--- src/mem_pkg.sv ---
package mem_pkg;

  // ========================================
  // Bus encodings
  // ========================================
  typedef enum logic [1:0] {
    RESP_OKAY   = 2'd0,
    RESP_SLVERR = 2'd2,
    RESP_DECERR = 2'd3
  } resp_e;

  typedef enum logic [1:0] {
    BURST_FIXED = 2'd0,
    BURST_INCR  = 2'd1,
    BURST_WRAP  = 2'd2
  } burst_e;

  typedef enum logic [1:0] {
    GRANT_IDLE        = 2'd0,
    GRANT_ICACHE_SRAM = 2'd1,
    GRANT_LSU_SRAM    = 2'd2,
    GRANT_LSU_CLINT   = 2'd3
  } grant_e;

  // ========================================
  // Address map
  // ========================================
  localparam logic [31:0] MTIME_LO_ADDR = 32'h0200_bff8;
  localparam logic [31:0] MTIME_HI_ADDR = 32'h0200_bffc;
  localparam logic [31:0] SRAM_BASE     = 32'h8000_0000;
  localparam int          SRAM_WORDS    = 1024;         // 4 KB of 32-bit words
  localparam int          SRAM_INDEX_W  = 10;

endpackage

--- src/axi_xbar.sv ---
module axi_xbar
  import mem_pkg::*;
(
  input  logic        clock,
  input  logic        reset,
  // Instruction cache, read only
  input  logic        icache_ar_valid,
  input  logic [31:0] icache_ar_addr,
  input  logic [3:0]  icache_ar_id,
  input  logic [7:0]  icache_ar_len,
  input  logic [2:0]  icache_ar_size,
  input  logic [1:0]  icache_ar_burst,
  input  logic        icache_r_ready,
  output logic        icache_ar_ready,
  output logic        icache_r_valid,
  output logic [31:0] icache_r_data,
  output logic [1:0]  icache_r_resp,
  output logic        icache_r_last,
  output logic [3:0]  icache_r_id,
  // Load/store unit
  input  logic        lsu_ar_valid,
  input  logic [31:0] lsu_ar_addr,
  input  logic [3:0]  lsu_ar_id,
  input  logic [7:0]  lsu_ar_len,
  input  logic [2:0]  lsu_ar_size,
  input  logic [1:0]  lsu_ar_burst,
  input  logic        lsu_r_ready,
  input  logic        lsu_aw_valid,
  input  logic [31:0] lsu_aw_addr,
  input  logic [3:0]  lsu_aw_id,
  input  logic [7:0]  lsu_aw_len,
  input  logic [2:0]  lsu_aw_size,
  input  logic [1:0]  lsu_aw_burst,
  input  logic        lsu_w_valid,
  input  logic [31:0] lsu_w_data,
  input  logic [3:0]  lsu_w_strb,
  input  logic        lsu_w_last,
  input  logic        lsu_b_ready,
  output logic        lsu_ar_ready,
  output logic        lsu_r_valid,
  output logic [31:0] lsu_r_data,
  output logic [1:0]  lsu_r_resp,
  output logic        lsu_r_last,
  output logic [3:0]  lsu_r_id,
  output logic        lsu_aw_ready,
  output logic        lsu_w_ready,
  output logic        lsu_b_valid,
  output logic [1:0]  lsu_b_resp,
  output logic [3:0]  lsu_b_id,
  // External master port to the SRAM
  input  logic        io_master_awready,
  input  logic        io_master_wready,
  input  logic        io_master_bvalid,
  input  logic [3:0]  io_master_bid,
  input  logic [1:0]  io_master_bresp,
  input  logic        io_master_arready,
  input  logic        io_master_rvalid,
  input  logic [31:0] io_master_rdata,
  input  logic [3:0]  io_master_rid,
  input  logic [1:0]  io_master_rresp,
  input  logic        io_master_rlast,
  output logic        io_master_awvalid,
  output logic [3:0]  io_master_awid,
  output logic [31:0] io_master_awaddr,
  output logic [7:0]  io_master_awlen,
  output logic [2:0]  io_master_awsize,
  output logic [1:0]  io_master_awburst,
  output logic        io_master_wvalid,
  output logic [31:0] io_master_wdata,
  output logic [3:0]  io_master_wstrb,
  output logic        io_master_wlast,
  output logic        io_master_bready,
  output logic        io_master_arvalid,
  output logic [3:0]  io_master_arid,
  output logic [31:0] io_master_araddr,
  output logic [7:0]  io_master_arlen,
  output logic [2:0]  io_master_arsize,
  output logic [1:0]  io_master_arburst,
  output logic        io_master_rready
);

  logic        clint_ar_valid;
  logic [31:0] clint_ar_addr;
  logic [3:0]  clint_ar_id;
  logic [7:0]  clint_ar_len;
  logic [2:0]  clint_ar_size;
  logic [1:0]  clint_ar_burst;
  logic        clint_ar_ready;
  logic        clint_r_valid;
  logic        clint_r_ready;
  logic [31:0] clint_r_data;
  logic [1:0]  clint_r_resp;
  logic        clint_r_last;
  logic [3:0]  clint_r_id;
  logic        clint_aw_valid;
  logic [31:0] clint_aw_addr;
  logic [3:0]  clint_aw_id;
  logic [7:0]  clint_aw_len;
  logic [2:0]  clint_aw_size;
  logic [1:0]  clint_aw_burst;
  logic        clint_aw_ready;
  logic        clint_w_valid;
  logic [31:0] clint_w_data;
  logic [3:0]  clint_w_strb;
  logic        clint_w_last;
  logic        clint_w_ready;
  logic        clint_b_valid;
  logic        clint_b_ready;
  logic [1:0]  clint_b_resp;
  logic [3:0]  clint_b_id;

  grant_e      grant;
  logic        lsu_req;
  logic [31:0] lsu_addr;
  logic        lsu_to_clint;
  logic        sel_icache;
  logic        sel_lsu_sram;
  logic        sel_clint;

  // ========================================
  // Grant and decode
  // ========================================
  assign lsu_req      = lsu_ar_valid | lsu_aw_valid | lsu_w_valid;
  assign lsu_addr     = lsu_ar_valid ? lsu_ar_addr : lsu_aw_addr;  // Write data follows aw addr
  assign lsu_to_clint = (lsu_addr == MTIME_LO_ADDR) || (lsu_addr == MTIME_HI_ADDR);
  assign sel_icache   = grant == GRANT_ICACHE_SRAM;
  assign sel_lsu_sram = grant == GRANT_LSU_SRAM;
  assign sel_clint    = grant == GRANT_LSU_CLINT;

  always_ff @(posedge clock) begin
    if (reset) begin
      grant <= GRANT_IDLE;
    end else begin
      case (grant)
        GRANT_IDLE: begin
          if (icache_ar_valid) begin
            grant <= GRANT_ICACHE_SRAM;                   // Icache wins a tie
          end else if (lsu_req) begin
            grant <= lsu_to_clint ? GRANT_LSU_CLINT : GRANT_LSU_SRAM;
          end
        end
        GRANT_ICACHE_SRAM: begin
          if (io_master_rvalid && io_master_rready && io_master_rlast) begin
            grant <= GRANT_IDLE;
          end
        end
        GRANT_LSU_SRAM: begin
          if ((io_master_rvalid && io_master_rready) || (io_master_bvalid && io_master_bready)) begin
            grant <= GRANT_IDLE;
          end
        end
        default: begin
          if ((clint_r_valid && clint_r_ready) || (clint_b_valid && clint_b_ready)) begin
            grant <= GRANT_IDLE;
          end
        end
      endcase
    end
  end

  // ========================================
  // Request routing
  // ========================================
  always_comb begin
    io_master_arvalid = sel_icache ? icache_ar_valid : sel_lsu_sram & lsu_ar_valid;
    io_master_araddr  = sel_icache ? icache_ar_addr : sel_lsu_sram ? lsu_ar_addr : '0;
    io_master_arid    = sel_icache ? icache_ar_id : sel_lsu_sram ? lsu_ar_id : '0;
    io_master_arlen   = sel_icache ? icache_ar_len : sel_lsu_sram ? lsu_ar_len : '0;
    io_master_arsize  = sel_icache ? icache_ar_size : sel_lsu_sram ? lsu_ar_size : '0;
    io_master_arburst = sel_icache ? icache_ar_burst : sel_lsu_sram ? lsu_ar_burst : '0;
    io_master_rready  = sel_icache ? icache_r_ready : sel_lsu_sram & lsu_r_ready;
    io_master_awvalid = sel_lsu_sram & lsu_aw_valid;    // Icache never writes
    io_master_awaddr  = sel_lsu_sram ? lsu_aw_addr : '0;
    io_master_awid    = sel_lsu_sram ? lsu_aw_id : '0;
    io_master_awlen   = sel_lsu_sram ? lsu_aw_len : '0;
    io_master_awsize  = sel_lsu_sram ? lsu_aw_size : '0;
    io_master_awburst = sel_lsu_sram ? lsu_aw_burst : '0;
    io_master_wvalid  = sel_lsu_sram & lsu_w_valid;
    io_master_wdata   = sel_lsu_sram ? lsu_w_data : '0;
    io_master_wstrb   = sel_lsu_sram ? lsu_w_strb : '0;
    io_master_wlast   = sel_lsu_sram & lsu_w_last;
    io_master_bready  = sel_lsu_sram & lsu_b_ready;
  end

  always_comb begin
    clint_ar_valid = sel_clint & lsu_ar_valid;
    clint_ar_addr  = sel_clint ? lsu_ar_addr : '0;
    clint_ar_id    = sel_clint ? lsu_ar_id : '0;
    clint_ar_len   = sel_clint ? lsu_ar_len : '0;
    clint_ar_size  = sel_clint ? lsu_ar_size : '0;
    clint_ar_burst = sel_clint ? lsu_ar_burst : '0;
    clint_r_ready  = sel_clint & lsu_r_ready;
    clint_aw_valid = sel_clint & lsu_aw_valid;
    clint_aw_addr  = sel_clint ? lsu_aw_addr : '0;
    clint_aw_id    = sel_clint ? lsu_aw_id : '0;
    clint_aw_len   = sel_clint ? lsu_aw_len : '0;
    clint_aw_size  = sel_clint ? lsu_aw_size : '0;
    clint_aw_burst = sel_clint ? lsu_aw_burst : '0;
    clint_w_valid  = sel_clint & lsu_w_valid;
    clint_w_data   = sel_clint ? lsu_w_data : '0;
    clint_w_strb   = sel_clint ? lsu_w_strb : '0;
    clint_w_last   = sel_clint & lsu_w_last;
    clint_b_ready  = sel_clint & lsu_b_ready;
  end

  // ========================================
  // Response routing
  // ========================================
  always_comb begin
    icache_ar_ready = sel_icache & io_master_arready;
    icache_r_valid  = sel_icache & io_master_rvalid;
    icache_r_data   = sel_icache ? io_master_rdata : '0;
    icache_r_resp   = sel_icache ? io_master_rresp : '0;
    icache_r_last   = sel_icache & io_master_rlast;
    icache_r_id     = sel_icache ? io_master_rid : '0;
    lsu_ar_ready = sel_lsu_sram ? io_master_arready : sel_clint & clint_ar_ready;
    lsu_r_valid  = sel_lsu_sram ? io_master_rvalid : sel_clint & clint_r_valid;
    lsu_r_data   = sel_lsu_sram ? io_master_rdata : sel_clint ? clint_r_data : '0;
    lsu_r_resp   = sel_lsu_sram ? io_master_rresp : sel_clint ? clint_r_resp : '0;
    lsu_r_last   = sel_lsu_sram ? io_master_rlast : sel_clint & clint_r_last;
    lsu_r_id     = sel_lsu_sram ? io_master_rid : sel_clint ? clint_r_id : '0;
    lsu_aw_ready = sel_lsu_sram ? io_master_awready : sel_clint & clint_aw_ready;
    lsu_w_ready  = sel_lsu_sram ? io_master_wready : sel_clint & clint_w_ready;
    lsu_b_valid  = sel_lsu_sram ? io_master_bvalid : sel_clint & clint_b_valid;
    lsu_b_resp   = sel_lsu_sram ? io_master_bresp : sel_clint ? clint_b_resp : '0;
    lsu_b_id     = sel_lsu_sram ? io_master_bid : sel_clint ? clint_b_id : '0;
  end

  clint_timer u_clint (.*);

endmodule

--- src/clint_timer.sv ---
module clint_timer
  import mem_pkg::*;
(
  input  logic        clock,
  input  logic        reset,
  input  logic        clint_ar_valid,
  input  logic [31:0] clint_ar_addr,
  input  logic [3:0]  clint_ar_id,
  input  logic [7:0]  clint_ar_len,
  input  logic [2:0]  clint_ar_size,
  input  logic [1:0]  clint_ar_burst,
  output logic        clint_ar_ready,
  output logic        clint_r_valid,
  input  logic        clint_r_ready,
  output logic [31:0] clint_r_data,
  output logic [1:0]  clint_r_resp,
  output logic        clint_r_last,
  output logic [3:0]  clint_r_id,
  input  logic        clint_aw_valid,
  input  logic [31:0] clint_aw_addr,
  input  logic [3:0]  clint_aw_id,
  input  logic [7:0]  clint_aw_len,
  input  logic [2:0]  clint_aw_size,
  input  logic [1:0]  clint_aw_burst,
  output logic        clint_aw_ready,
  input  logic        clint_w_valid,
  input  logic [31:0] clint_w_data,
  input  logic [3:0]  clint_w_strb,
  input  logic        clint_w_last,
  output logic        clint_w_ready,
  output logic        clint_b_valid,
  input  logic        clint_b_ready,
  output logic [1:0]  clint_b_resp,
  output logic [3:0]  clint_b_id
);

  logic [63:0] mtime;
  logic        aw_pending;
  logic        wr_hi;
  logic [31:0] old_word;
  logic [31:0] new_word;
  logic        ar_fire;
  logic        aw_fire;
  logic        w_fire;

  assign ar_fire = clint_ar_valid && clint_ar_ready;
  assign aw_fire = clint_aw_valid && clint_aw_ready;
  assign w_fire  = clint_w_valid && clint_w_ready;

  assign clint_ar_ready = !clint_r_valid;
  assign clint_aw_ready = !aw_pending && !clint_b_valid;
  assign clint_w_ready  = aw_pending;
  assign clint_r_resp   = RESP_OKAY;
  assign clint_r_last   = 1'b1;                 // Single beat only
  assign clint_b_resp   = RESP_OKAY;

  // Byte merge into the addressed half of mtime
  assign old_word = wr_hi ? mtime[63:32] : mtime[31:0];
  always_comb begin
    new_word = old_word;
    for (int i = 0; i < 4; i++) begin
      if (clint_w_strb[i]) begin
        new_word[8*i +: 8] = clint_w_data[8*i +: 8];
      end
    end
  end

  always_ff @(posedge clock) begin
    if (reset) begin
      mtime         <= '0;
      aw_pending    <= 1'b0;
      clint_r_valid <= 1'b0;
      clint_b_valid <= 1'b0;
    end else begin
      if (w_fire) begin
        mtime <= wr_hi ? {new_word, mtime[31:0]} : {mtime[63:32], new_word};
      end else begin
        mtime <= mtime + 64'd1;
      end
      if (ar_fire) begin
        clint_r_valid <= 1'b1;
      end else if (clint_r_ready) begin
        clint_r_valid <= 1'b0;
      end
      if (aw_fire) begin
        aw_pending <= 1'b1;
      end else if (w_fire) begin
        aw_pending <= 1'b0;
      end
      if (w_fire) begin
        clint_b_valid <= 1'b1;
      end else if (clint_b_ready) begin
        clint_b_valid <= 1'b0;
      end
    end
  end

  always_ff @(posedge clock) begin
    if (ar_fire) begin
      clint_r_data <= (clint_ar_addr == MTIME_HI_ADDR) ? mtime[63:32] : mtime[31:0];
      clint_r_id   <= clint_ar_id;
    end
    if (aw_fire) begin
      wr_hi      <= clint_aw_addr == MTIME_HI_ADDR;
      clint_b_id <= clint_aw_id;
    end
  end

endmodule

--- config.mk ---
export PLATFORM = sky130hd
export DESIGN_NAME = axi_xbar
export DESIGN_NICKNAME = d
export VERILOG_FILES = /design/src/mem_pkg.sv /design/src/axi_xbar.sv /design/src/clint_timer.sv
export SDC_FILE = /design/constraint.sdc
export NUM_CORES = 1
export LEC_CHECK = 0
export BUFFER_PORTS_ARGS = -buffer_cell sky130_fd_sc_hd__buf_2
export CORE_AREA = 4 4 185 187
export DETAILED_ROUTE_END_ITERATION = 12
export DIE_AREA = 0 0 189 191
export GPL_TIMING_DRIVEN = 0
export PLACE_DENSITY = 0.54
export SYNTH_ARGS = -nofsm -noshare
export SYNTH_HDL_FRONTEND = slang
export SYNTH_SLANG_ARGS = --single-unit
--- constraint.sdc ---
create_clock -name clock -period 8.62 [get_ports clock]
set_input_delay 0.862 -clock clock [delete_from_list [all_inputs] [get_ports clock]]
set_output_delay 0.862 -clock clock [all_outputs]
set_load 0.02 [all_outputs]
Word-level counts from Yosys, hierarchy flattened --
Index checks and enable logic that the tools add are counted. Widths: inputs -> output; s select.
Operators by class: add/sub/neg operators 1, multiply operators 0, divide/modulo/power cells 0, magnitude comparators 0, eq/ne operators 12, shifts and indexed selects 0, mux-type cells 62, bitwise gates (word level) 21, reductions and logical operators 21
Operator list (count):
- $mux 32 | 13
- $eq 32x26->1 const B | 4
- $mux 64 | 2
- $add 64x1->64 const B | 1
- $mux 8 | 7
- $mux 4 | 10
- $mux 2 | 11
- $and 1x1->1 | 19
- $mux 1 | 15
- $logic_and 1x1->1 | 9
- $mux 3 | 3
- $ne 2x1->1 const B | 3
- $pmux 2 s3 | 1
- $reduce_bool 2->1 | 3
- $eq 2x2->1 const B | 2
- $reduce_and 4->1 | 1
- $reduce_bool 4->1 | 1
- $logic_not 1->1 | 3
- $logic_or 1x1->1 | 3
- $ne 3x3->1 const B | 1
- $eq 2x1->1 const B | 1
- $logic_not 2->1 | 1
- $ne 2x2->1 const B | 1
- $or 1x1->1 | 2
Word-level totals: bits in registers 110, latch bits 0, RAM bits 0, memory bits (read-only) 0, word-level logic and storage cells 127, memories kept 0

Depth between registers and ports, before layout --
Gate-level depths: netlist of run 1.
word-level depth 7, depth in mapped cells 10, gate-level depth less buffers 8

By module --
From an unflattened synthesis of run 1, not the netlist that was laid out.
Unflattened totals: cell total of the unflattened synthesis 1252, area total of the unflattened synthesis 9567.9 um^2
By module, submodules not included:
- clint_timer | times used 1, cells an instance 672, area an instance 6154.7 um^2, seq. area each 2572.5 um^2
- axi_xbar | times used 1, cells an instance 580, area an instance 3413.3 um^2, seq. area each 40.0 um^2

Least setup slack after synthesis of run 1 --
No wires, ideal clock.
path type register to register, from register grant[0], to register u_clint.clint_r_data[0], enable pin, setup time 431 ps, arrival time 2509 ps, required time 8189 ps, slack 5681 ps, cell stages (with the launch flop) 5, buffers on the path 1, path through dfxtp_1 > ha_1 > clkbuf_1 > nand2b_1 > nor2_1
On the way: word-level cells in the longest chain between the ends 3
RTL lines:
- from (decl) | RTL line axi_xbar.sv:112 | grant_e grant;
- from (signal assigned) | RTL line axi_xbar.sv:139 | grant <= lsu_to_clint ? GRANT_LSU_CLINT : GRANT_LSU_SRAM;
- $eq 2x2->1 | RTL line axi_xbar.sv:128 | assign sel_clint = grant == GRANT_LSU_CLINT;
- $and 1x1->1 | RTL line axi_xbar.sv:186 | clint_ar_valid = sel_clint & lsu_ar_valid;
- $logic_and 1x1->1 | RTL line clint_timer.sv:46 | assign ar_fire = clint_ar_valid && clint_ar_ready;
- net u_clint.ar_fire | RTL line clint_timer.sv:42 | logic ar_fire;
- to (signal assigned) | RTL line clint_timer.sv:100 | clint_r_data <= (clint_ar_addr == MTIME_HI_ADDR) ? mtime[63:32] : mtime[31:0];
- to (decl) | RTL line clint_timer.sv:15 | output logic [31:0] clint_r_data,
The timed path passes the listed nets, and every way through them passes these cells. A chain may end at the register's enable or synchronous reset.

Worst setup path after layout of run 1 --
from register grant[0], to output port lsu_r_data[5]
On the way: word-level cells in the longest chain between the ends 3
RTL lines:
- $eq 2x2->1 | RTL line axi_xbar.sv:128
- $mux 32 | RTL line axi_xbar.sv:218 | lsu_r_data = sel_lsu_sram ? io_master_rdata : sel_clint ? clint_r_data : '0;
- $mux 32 (*) | RTL line axi_xbar.sv:218
- to (decl) | RTL line axi_xbar.sv:41 | output logic [31:0] lsu_r_data,
Every way passes the cells marked *; elsewhere a longest branch is shown, timed or not.

==> impl_metrics.ini, run 1 <==
[critical_path]
regToRegSetupSlack_ps = 5180
crit_type = flop to primary output
ff2ff_path_depth = 8
end_kind = primary output
arrival_ps = 3700
cp_max_fo = 10
crit_path_start_kind = flop
worstReg2RegEnd = u_clint.mtime[0]
r2r_start = grant[0]
cp.required_ps = 7760

[floorplanning]
fp-row-count = 66
die_area_um2 = 36100
die_h_um = 191
initial_core_util_pct = 26.2
die_w_um = 189
coreArea_um2 = 32500
io_pins = 474

[sta]
fin_crit_ps = 4560
finalSetupTns_ps = 0
fmax_mhz = 219
skew_ps = 12.3
grt_setup_unrepaired = no
setup_ws_ps = 4060
worst_slew_pin_slew_ps = 1090
finalHoldViolations = 0
relSlewSlack_pct = 26.6
timing.final.crit_share_pct = 52.9
finalSetupViolCount = 0
slew_violations = 0

[synth]
ys.flop_type = dfxtp_1
yosys_warnings = 0
syn_avg_cell_area_um2 = 7.36
netlist_area_um2 = 8500
synth-edff-count = 41
async_flop_share_pct = 0
ys_seq_elements = 110
synth_nets = 1403
synth_cell_type_count = 64
synth_seq_area_share_pct = 30.7
syn_inst = 1155

[grt]
antenna_found_initial = 17
grt_use_total_pct = 28.7
grt_pass1_vias = 10700
grt_max_degree = 28
grt_first_pass_wirelength_mm = 75.7
overflow = 0

[power]
vdd.ir_drop.worst_uv = 105
power.density_nw_per_um2 = 207
finalPower_mw = 2.44
p_leak_nw = 5.07

[placement]
place_ws_ps = 4600
place_inst = 2069
dp_hpwl_mm = 45.9
port_buffers = 471
place_congestion = 0.983

[cts]
clock-sinks = 110
clock_path_buffers = 2
worst_skew_pair.late_latency_ps = 370
cts_root_buf = clkbuf_16
cts_htree_levels = 3
cts_resized = 0
cts_hold_repair.buffers = 0
cts_tree = built
post_cts_buffers = 0
cts_made_buffers = 9
clk_pin_slew_ps = 90

[final_layout]
nFillCells = 3580
final_cell_count_no_fill = 2094
final_nets = 1886
fin_util_pct = 36.3
area_growth_pct = 38.4
layout-drive-gt1-share_pct = 33.0

[hold_path]
hold_path_class = flop to flop
hold_end = u_clint.mtime[57]
min_delay_path_depth = 2
worstHoldStart = u_clint.mtime[57]

[routing]
totalWireLength_mm = 54.9
viasPerCell = 5.27
dr.pass1.iters = 7
vias = 11000
drcViolationCount = 0
drt-initial-drc-count = 1054
wl_per_cell_um = 26.2
ant_nets = 0

[outcome]
run_status = finished clean

[job]
max-cap-violations = 0
-- placed cells by master, fill, tap and decap left out, types with 5 or more instances in the layout --
cell type,count
or3_1,15
a31oi_1,23
diode_2,9
buf_1,13
o21ai_0,100
mux2_2,33
clkbuf_16,9
a221oi_1,5
a21o_1,6
nand2b_1,6
a22oi_1,6
dfxtp_1,69
nor3_1,21
a21oi_1,43
mux2i_1,11
ha_1,5
nand4_1,33
nand4b_1,5
a211oi_1,8
nor2_1,60
buf_2,473
o211ai_1,11
nand3_1,42
and2_1,146
nor4_1,28
clkbuf_1,67
a22o_1,20
nor2b_1,7
xor2_1,5
edfxtp_1,41
and3_1,14
inv_1,12
nand2_1,229
-- cells in the mapped netlist, drive strengths merged, types with 4 or more instances --
cell | count | area (um^2)
a22o | 20 | 175
buf | 16 | 70.1
a211oi | 8 | 60.1
edfxtp | 41 | 1230
and3 | 15 | 95.1
a221oi | 5 | 43.8
a31oi | 23 | 144
or2 | 4 | 25.0
mux2i | 11 | 110
a22oi | 6 | 45.0
mux2 | 34 | 387
o21ai | 100 | 500
o211ai | 11 | 82.6
or3 | 15 | 93.8
nor4 | 30 | 218
clkbuf | 68 | 256
nor4b | 4 | 35.0
a311oi | 4 | 35.0
nand4 | 35 | 249
a21oi | 44 | 224
and2 | 146 | 913
dfxtp | 69 | 1380
nand2b | 6 | 37.5
ha | 5 | 62.6
nor3 | 21 | 105
nand3 | 44 | 230
nand2 | 229 | 860
and4 | 5 | 45.0
xor2 | 5 | 43.8
a21o | 6 | 45.0
inv | 12 | 45.0
or4 | 5 | 41.3
nor2 | 61 | 229
nor2b | 7 | 43.8
nand4b | 5 | 43.8
-- power breakdown --
group	switching (mW)	internal (mW)
clock	0.245	0.211
combinational	1.00	0.420
sequential	0.00839	0.551
total	1.26	1.18
-- per-layer routing --
metal  GRT usage (%)  part of all wire [%]
met1            35.7                    40
met4            12.3                   4.4
met2            48.9                    48
met5               0                 0.049
met3            5.44                   7.8
-- metrics by stage --
step                      hold WS (ps)  area, um^2
after floorplan                    470        8500
final                              511       11800
after global routing               539       11800
after global placement             479       11400
after detailed placement           494       11400
after CTS                          506       11700
-- logic make-up after synthesis --
logic type	share of synthesized area [%]
flip-flops	30.7
adder cells (fa/ha/maj)	0.736
XOR/XNOR	0.824
multiplexers	5.84
buffers and inverters	4.37
AND/OR/NAND/NOR	38.7
AO/OA/AOI/OAI	18.8
-- worst max-delay path by stage --
stage,endpoint,slack (ps),cells past startpoint,startpoint
floorplan,u_clint.clint_r_data[0],5680,4,grant[0]
global placement,u_clint.clint_r_data[20],4140,4,grant[0]
detailed placement,lsu_r_data[31],4600,7,grant[0]
CTS,lsu_r_data[31],4170,7,grant[0]
global route,lsu_r_data[6],3940,7,grant[0]
finish,lsu_r_data[5],4060,7,grant[0]
-- flip-flops by register name, summed over array words and instances, names as in the netlist --
signal                 count
u_clint.mtime             64
u_clint.clint_r_data      32
u_clint.clint_b_id         4
u_clint.clint_r_id         4
grant                      2
u_clint.clint_b_valid      1
u_clint.clint_r_valid      1
u_clint.clint_w_ready      1
u_clint.wr_hi              1
-- cell type report --
cell class	instances	area, um^2	share of cell area [%]
Timing Repair Buffer	472	2380	20.2
Tap cell	442	553	4.70
Clock buffer	9	225	1.91
Sequential cell	110	2610	22.2
Multi-Input combinational cell	949	5520	46.9
Clock inverter	7	81.3	0.691
Buffer	84	327	2.78
Inverter	12	45.0	0.383
Antenna cell	9	22.5	0.191
-- worst max-delay path: stages (launching register included) --
cell	delay, ps
dfxtp_1	390
ha_1	310
clkbuf_1	650
clkbuf_1	510
clkbuf_1	420
nand2_1	90
o21ai_0	650
buf_2	300
(Power assumes the default switching activity.)
==> run 2: changes to the inputs <==
--- a/config.mk
+++ b/config.mk
@@ -5,12 +5,13 @@
 export SDC_FILE = /design/constraint.sdc
 export NUM_CORES = 1
 export LEC_CHECK = 0
+export ABC_AREA = 1
 export BUFFER_PORTS_ARGS = -buffer_cell sky130_fd_sc_hd__buf_2
-export CORE_AREA = 4 4 185 187
+export CORE_AREA = 4 4 180 182
 export DETAILED_ROUTE_END_ITERATION = 12
-export DIE_AREA = 0 0 189 191
+export DIE_AREA = 0 0 184 186
 export GPL_TIMING_DRIVEN = 0
-export PLACE_DENSITY = 0.54
+export PLACE_DENSITY = 0.62
 export SYNTH_ARGS = -nofsm -noshare
 export SYNTH_HDL_FRONTEND = slang
 export SYNTH_SLANG_ARGS = --single-unit
==> constraint.sdc (replaced) <==
create_clock -name clock -period 4.55 [get_ports clock]
set_input_delay 0.455 -clock clock [delete_from_list [all_inputs] [get_ports clock]]
set_output_delay 0.455 -clock clock [all_outputs]
set_load 0.02 [all_outputs]
==> run 2 against run 1 <==
Net effect:
- via count increased by 30%
- hold slack got worse by 150 ps
- combinational power increased by 75%
- non-clock buffer count increased by 8
- global-route usage increased by 6.4 points
- utilization increased by 7.6 points
- largest power group unchanged
- highest routed layer is now met4
==> impl_metrics.ini, run 2 <==
[placement]
dp_hpwl_mm = 54.3
place_ws_ps = 1570
placed_area_um2 = 13100
port_buffers = 472
place_inst = 2738
place_congestion = 1.05

[synth]
syn_avg_cell_area_um2 = 5.47
ys.flop_type = dfxtp_1
synth-edff-count = 41
synthTopCellsByArea = nand2_1 27%, dfxtp_1 14%, edfxtp_1 12%, inv_1 9.9%, nand3_1 7.0%
synth_nets = 2115
netlist_area_um2 = 10200
synth.area.mux_share_pct = 0
synth_cell_type_count = 47
synth-xor-area-share_pct = 0.858
yosysTopAreaCellShare_pct = 26.8
synth_fa_ha_area_share_pct = 0.613
synth-compound-area-share_pct = 13.3
async_flop_share_pct = 0
synth_top_area_cell = nand2_1
synth-simple-area-share_pct = 45.6
synth_seq_area_share_pct = 25.6
yosys_warnings = 0
ys_seq_elements = 110
synth_most_common_cell = nand2_1
synth_top_family_by_area = simple AND/OR/NAND/NOR gates
syn_inst = 1867
synthTopCellsByCount = 729 x nand2_1, 268 x inv_1, 185 x nor2_1, 143 x nand3_1, 114 x o21ai_0

[grt]
grt_use_total_pct = 35.2
grt_first_pass_wirelength_mm = 88.6
overflow = 0
antenna_found_initial = 9
grt_pass1_vias = 13400
grt_max_degree = 20

[job]
max-cap-violations = 0

[floorplanning]
io_pins = 474
die_area_um2 = 34200
die_w_um = 184
die_h_um = 186
initial_core_util_pct = 33.4
fp-row-count = 64
coreArea_um2 = 30600

[routing]
drt-initial-drc-count = 1567
drcViolationCount = 0
vias = 14400
viasPerCell = 5.20
ant_nets = 0
wl_per_cell_um = 23.2
dr.pass1.iters = 5
totalWireLength_mm = 64.0

[final_layout]
area_growth_pct = 31.5
final_cell_count_no_fill = 2762
nFillCells = 3468
largest_reg_flops = 64
fin_util_pct = 43.9
layout-drive-gt1-share_pct = 24.5
final_common_cell = nand2_1
final_cell_area_um2 = 13400
largest_registers = u_clint.mtime x64, u_clint.clint_r_data x32
final_cell_mix = 729 x nand2_1, 494 x buf_2, 268 x inv_1
final_nets = 2601
final-seq-area_um2 = 2610
top_register = u_clint.mtime
multi_input_area_um2 = 6160

[sta]
fmax_mhz = 292
relSlewSlack_pct = 30.1
finalSetupViolCount = 0
timing.final.crit_share_pct = 75.3
setup_ws_ps = 1130
slew_violations = 0
worst_slew_pin_slew_ps = 1050
grt_setup_unrepaired = no
finalHoldViolations = 0
skew_ps = 22.4
fin_crit_ps = 3420
finalSetupTns_ps = 0

[cts]
cts_resized = 0
cts_made_buffers = 9
post_cts_buffers = 0
cts_root_buf = clkbuf_16
cts_hold_repair.buffers = 0
clk_pin_slew_ps = 80
clock_path_buffers = 2
cts_htree_levels = 3
cts_tree = built
worst_skew_pair.late_latency_ps = 380
clock-sinks = 110

[critical_path]
crit_type = flop to primary output
arrival_ps = 2970
cp.required_ps = 4090
worstReg2RegEnd = u_clint.clint_r_data[0]
regToRegSetupSlack_ps = 1500
cp_max_fo = 10
end_kind = primary output
ff2ff_path_depth = 7
r2r_start = grant[0]
crit_path_start_kind = flop

[hold_path]
hold_end = u_clint.clint_r_id[0]
min_delay_path_depth = 3
worstHoldStart = lsu_ar_id[0]
hold_path_class = primary input to flop

[outcome]
run_status = finished clean

[power]
p_leak_nw = 7.23
vdd.ir_drop.worst_uv = 137
power.density_nw_per_um2 = 328
==> run 2: cell count changes in the layout (fill, tap and decap cells not counted), moves of 21 or more <==
cell,before,now
and2_1,146,0
a21oi_1,43,69
buf_2,473,494
nor4_1,28,0
clkbuf_1,67,44
nand4_1,33,12
nand2_1,229,729
inv_1,12,268
nand3_1,42,143
mux2_2,33,0
nor2_1,60,185
==> run 2: logic make-up (layout without fill, tap and decap cells) <==
family	count (synthesis)	in the layout
other	0	8
buffers and inverters	365	856
DFF	110	110
AOI/OAI and AO/OA	251	251
xor gates and xnor gates	10	10
adders and majority gates	5	5
and+or+nand+nor	1126	1126
==> run 2: through the flow <==
stage | total power [mW] | hold WS [ps]
3_3_place_gp | 3.54 | 496
3_5_place_dp | 3.53 | 500
5_1_grt | 4.62 | 369
6_report | 4.41 | 359
2_1_floorplan | 2.50 | 471
4_1_cts | 4.39 | 359
==> run 2: area by class of cell <==
cell class	instances	share of cell area (%)
diodes	8	0.149
plain buffers	89	2.98
clock buffers	9	1.68
clock inverters	7	0.596
inverters	276	7.72
multi-input cells	1392	45.9
flip-flops and latches	110	19.5
well taps	396	3.69
repair buffers	475	17.8
==> run 2: power by group <==
part	total, mW	internal, mW	switching (mW)	leakage [nW]
clock	0.879	0.437	0.441	0.148
sequential	1.05	1.04	0.0146	0.937
combinational	2.48	0.676	1.80	6.14
total	4.41	2.15	2.26	7.23
==> run 2: per-layer routing <==
layer / part of all wire (%) / GRT usage, %
met5: 0 / 0
met3: 9.2 / 6.29
met1: 41 / 46.6
met2: 47 / 58.8
met4: 2.7 / 10.0
==> run 2: worst max-delay path, stage by stage, from the launching register on <==
cell and delay [ps]:
dfxtp_1 350, inv_1 90, ha_1 140, clkbuf_1 220, clkbuf_1 590, clkbuf_1 730, nand2_1 100, nand2_1 150
buf_2 220
==> run 2: worst max-delay path by stage <==
stage	from	slack (ps)	cells past startpoint	endpoint
floorplan	grant[0]	630	5	u_clint.clint_r_data[0]
finish	grant[0]	1130	8	lsu_r_data[16]
global placement	grant[0]	-1060	5	u_clint.clint_r_data[7]
CTS	grant[0]	1160	8	lsu_r_data[16]
global route	grant[0]	1000	8	lsu_r_data[16]
detailed placement	grant[0]	1570	8	lsu_r_data[16]
==> run 3: changes to the inputs <==
==> constraint.sdc (replaced) <==
create_clock -name clock -period 3.2 [get_ports clock]
set_input_delay 0.32 -clock clock [delete_from_list [all_inputs] [get_ports clock]]
set_output_delay 0.32 -clock clock [all_outputs]
set_load 0.02 [all_outputs]
==> run 3 against run 2 <==
Net effect:
- via count fell by 0.44%
- first-iteration DRC count rose by 4.0%
- largest cell class unchanged
- final area rose by 0.16%
- sequential share of layout area barely moved
- die area did not move
==> impl_metrics.ini, run 3 (synthesis gave the netlist of run 2 again) <==
[routing]
wl_per_cell_um = 22.9
totalWireLength_mm = 63.2
drcViolationCount = 0
drt-initial-drc-count = 1630
ant_nets = 0
viasPerCell = 5.18
vias = 14300
dr.pass1.iters = 5

[critical_path]
cp_max_fo = 10
arrival_ps = 2640
ff2ff_path_depth = 7
r2r_start = grant[0]
worstPathCellList = ha_1 > buf_2 > buf_2 > buf_1 > nand3_1 > nand2_1 > buf_2
end_kind = primary output
crit_path_start_kind = flop
cp.required_ps = 2880
slowest_delay_ps = 570
worstReg2RegEnd = u_clint.clint_r_data[14]
crit_type = flop to primary output
regToRegSetupSlack_ps = 250
cp_slowest_cell = buf_1
crit_top_cell = buf_2

[grt]
grt_pass1_vias = 13300
grt_max_degree = 20
antenna_found_initial = 6
overflow = 0
grt_use_total_pct = 34.8
grt_first_pass_wirelength_mm = 87.8

[sta]
timing.final.crit_share_pct = 92.5
worst_slew_pin_slew_ps = 1090
timing.hold.ws_ps = 219
grt_setup_unrepaired = no
fmax_mhz = 338
skew_ps = 12.5
relSlewSlack_pct = 27.5
slew_violations = 0
finalSetupTns_ps = 0
finalSetupViolCount = 0
fin_crit_ps = 2960
setup_ws_ps = 240
finalHoldViolations = 0

[final_layout]
final_common_cell = nand2_1
multi_input_area_um2 = 6170
area_growth_pct = 31.7
top_register = u_clint.mtime
final_nets = 2600
largest_reg_flops = 64
nFillCells = 3496
fin_util_pct = 44.0
final_cell_count_no_fill = 2760
layout-drive-gt1-share_pct = 24.6
largest_registers = u_clint.mtime x64, u_clint.clint_r_data x32
final_cell_mix = 729 x nand2_1, 494 x buf_2, 268 x inv_1
final-seq-area_um2 = 2610

[cts]
cts_htree_levels = 3
clk_pin_slew_ps = 90
worst_skew_pair.late_latency_ps = 370
cts_made_buffers = 9
clock-sinks = 110
cts_root_buf = clkbuf_16
clock_path_buffers = 2
cts_tree = built

[floorplanning]
die_h_um = 186
die_area_um2 = 34200
initial_core_util_pct = 33.4
io_pins = 474
coreArea_um2 = 30600
fp-row-count = 64
die_w_um = 184

[placement]
place_inst = 2737
port_buffers = 472
dp_hpwl_mm = 53.0
place_congestion = 1.05
place_ws_ps = 339

[power]
p_leak_nw = 7.24
power.density_nw_per_um2 = 467
vdd.ir_drop.worst_uv = 211

[hold_path]
hold_path_class = primary input to flop
worstHoldStart = lsu_aw_id[2]
min_delay_path_depth = 3
hold_end = u_clint.clint_b_id[2]

[outcome]
run_status = finished clean

[job]
max-cap-violations = 0
==> run 3: changes by cell type in the layout (fill, tap and decap cells not counted), sizes merged <==
cell,previous run,this run
clkinvlp,1,0
buf,517,516
inv,278,279
clkbuf,55,56
diode,8,7
clkinv,3,2
==> run 3: area by class of cell <==
type,instances,area share (%)
Antenna cell,7,0.130
Buffer,89,3.01
Clock buffer,10,1.70
Clock inverter,6,0.568
Inverter,276,7.70
Multi-Input combinational cell,1392,45.9
Sequential cell,110,19.4
Tap cell,396,3.68
Timing Repair Buffer,474,17.9
==> run 3: critical path: cells and delay by family, from the launching register on <==
kind | cells | cell delay [ps]
simple gates | 2 | 310
fa+ha+maj | 1 | 160
flops | 1 | 390
buf+inv | 4 | 1420
==> run 3: repair_timing <==
| item | 4_1_cts | 5_1_grt |
|---|---|---|
| hold buffers | 0 | 0 |
| resized for setup | 2 | 4 |
| buffers inserted | 0 | 0 |
| endpoints found under the setup margin | 5 | 42 |
==> run 3: report_power, final <==
group	switching (mW)	internal (mW)
clock network	0.612	0.626
registers	0.0226	1.48
logic	2.57	0.965
==> run 3: worst max path at each step <==
| stage | slack, ps | end | cells after the start | start |
|---|---|---|---|---|
| CTS | 10 | io_master_wdata[16] | 8 | grant[0] |
| floorplan | 420 | u_clint.clint_r_data[0] | 5 | grant[0] |
| global route | 80 | lsu_b_id[0] | 8 | grant[0] |
| global placement | -1040 | u_clint.clint_r_data[4] | 5 | grant[0] |
| finish | 240 | lsu_r_data[16] | 7 | grant[0] |
| detailed placement | 340 | lsu_b_resp[1] | 8 | grant[0] |
==> run 3: per-layer routing <==
| layer | global-route usage, % | share of wire (%) |
|---|---|---|
| met4 | 10.4 | 2.7 |
| met2 | 57.4 | 47 |
| met3 | 7.82 | 11 |
| met1 | 45.5 | 40 |
| met5 | 0 | 0 |
==> run 3: metrics by stage <==
step | power, mW | cell area [um^2]
after detailed placement | 5.05 | 13100
final | 6.28 | 13400
after CTS | 6.27 | 13400
after global routing | 6.59 | 13400
after global placement | 5.04 | 13100
after floorplan | 3.55 | 10200
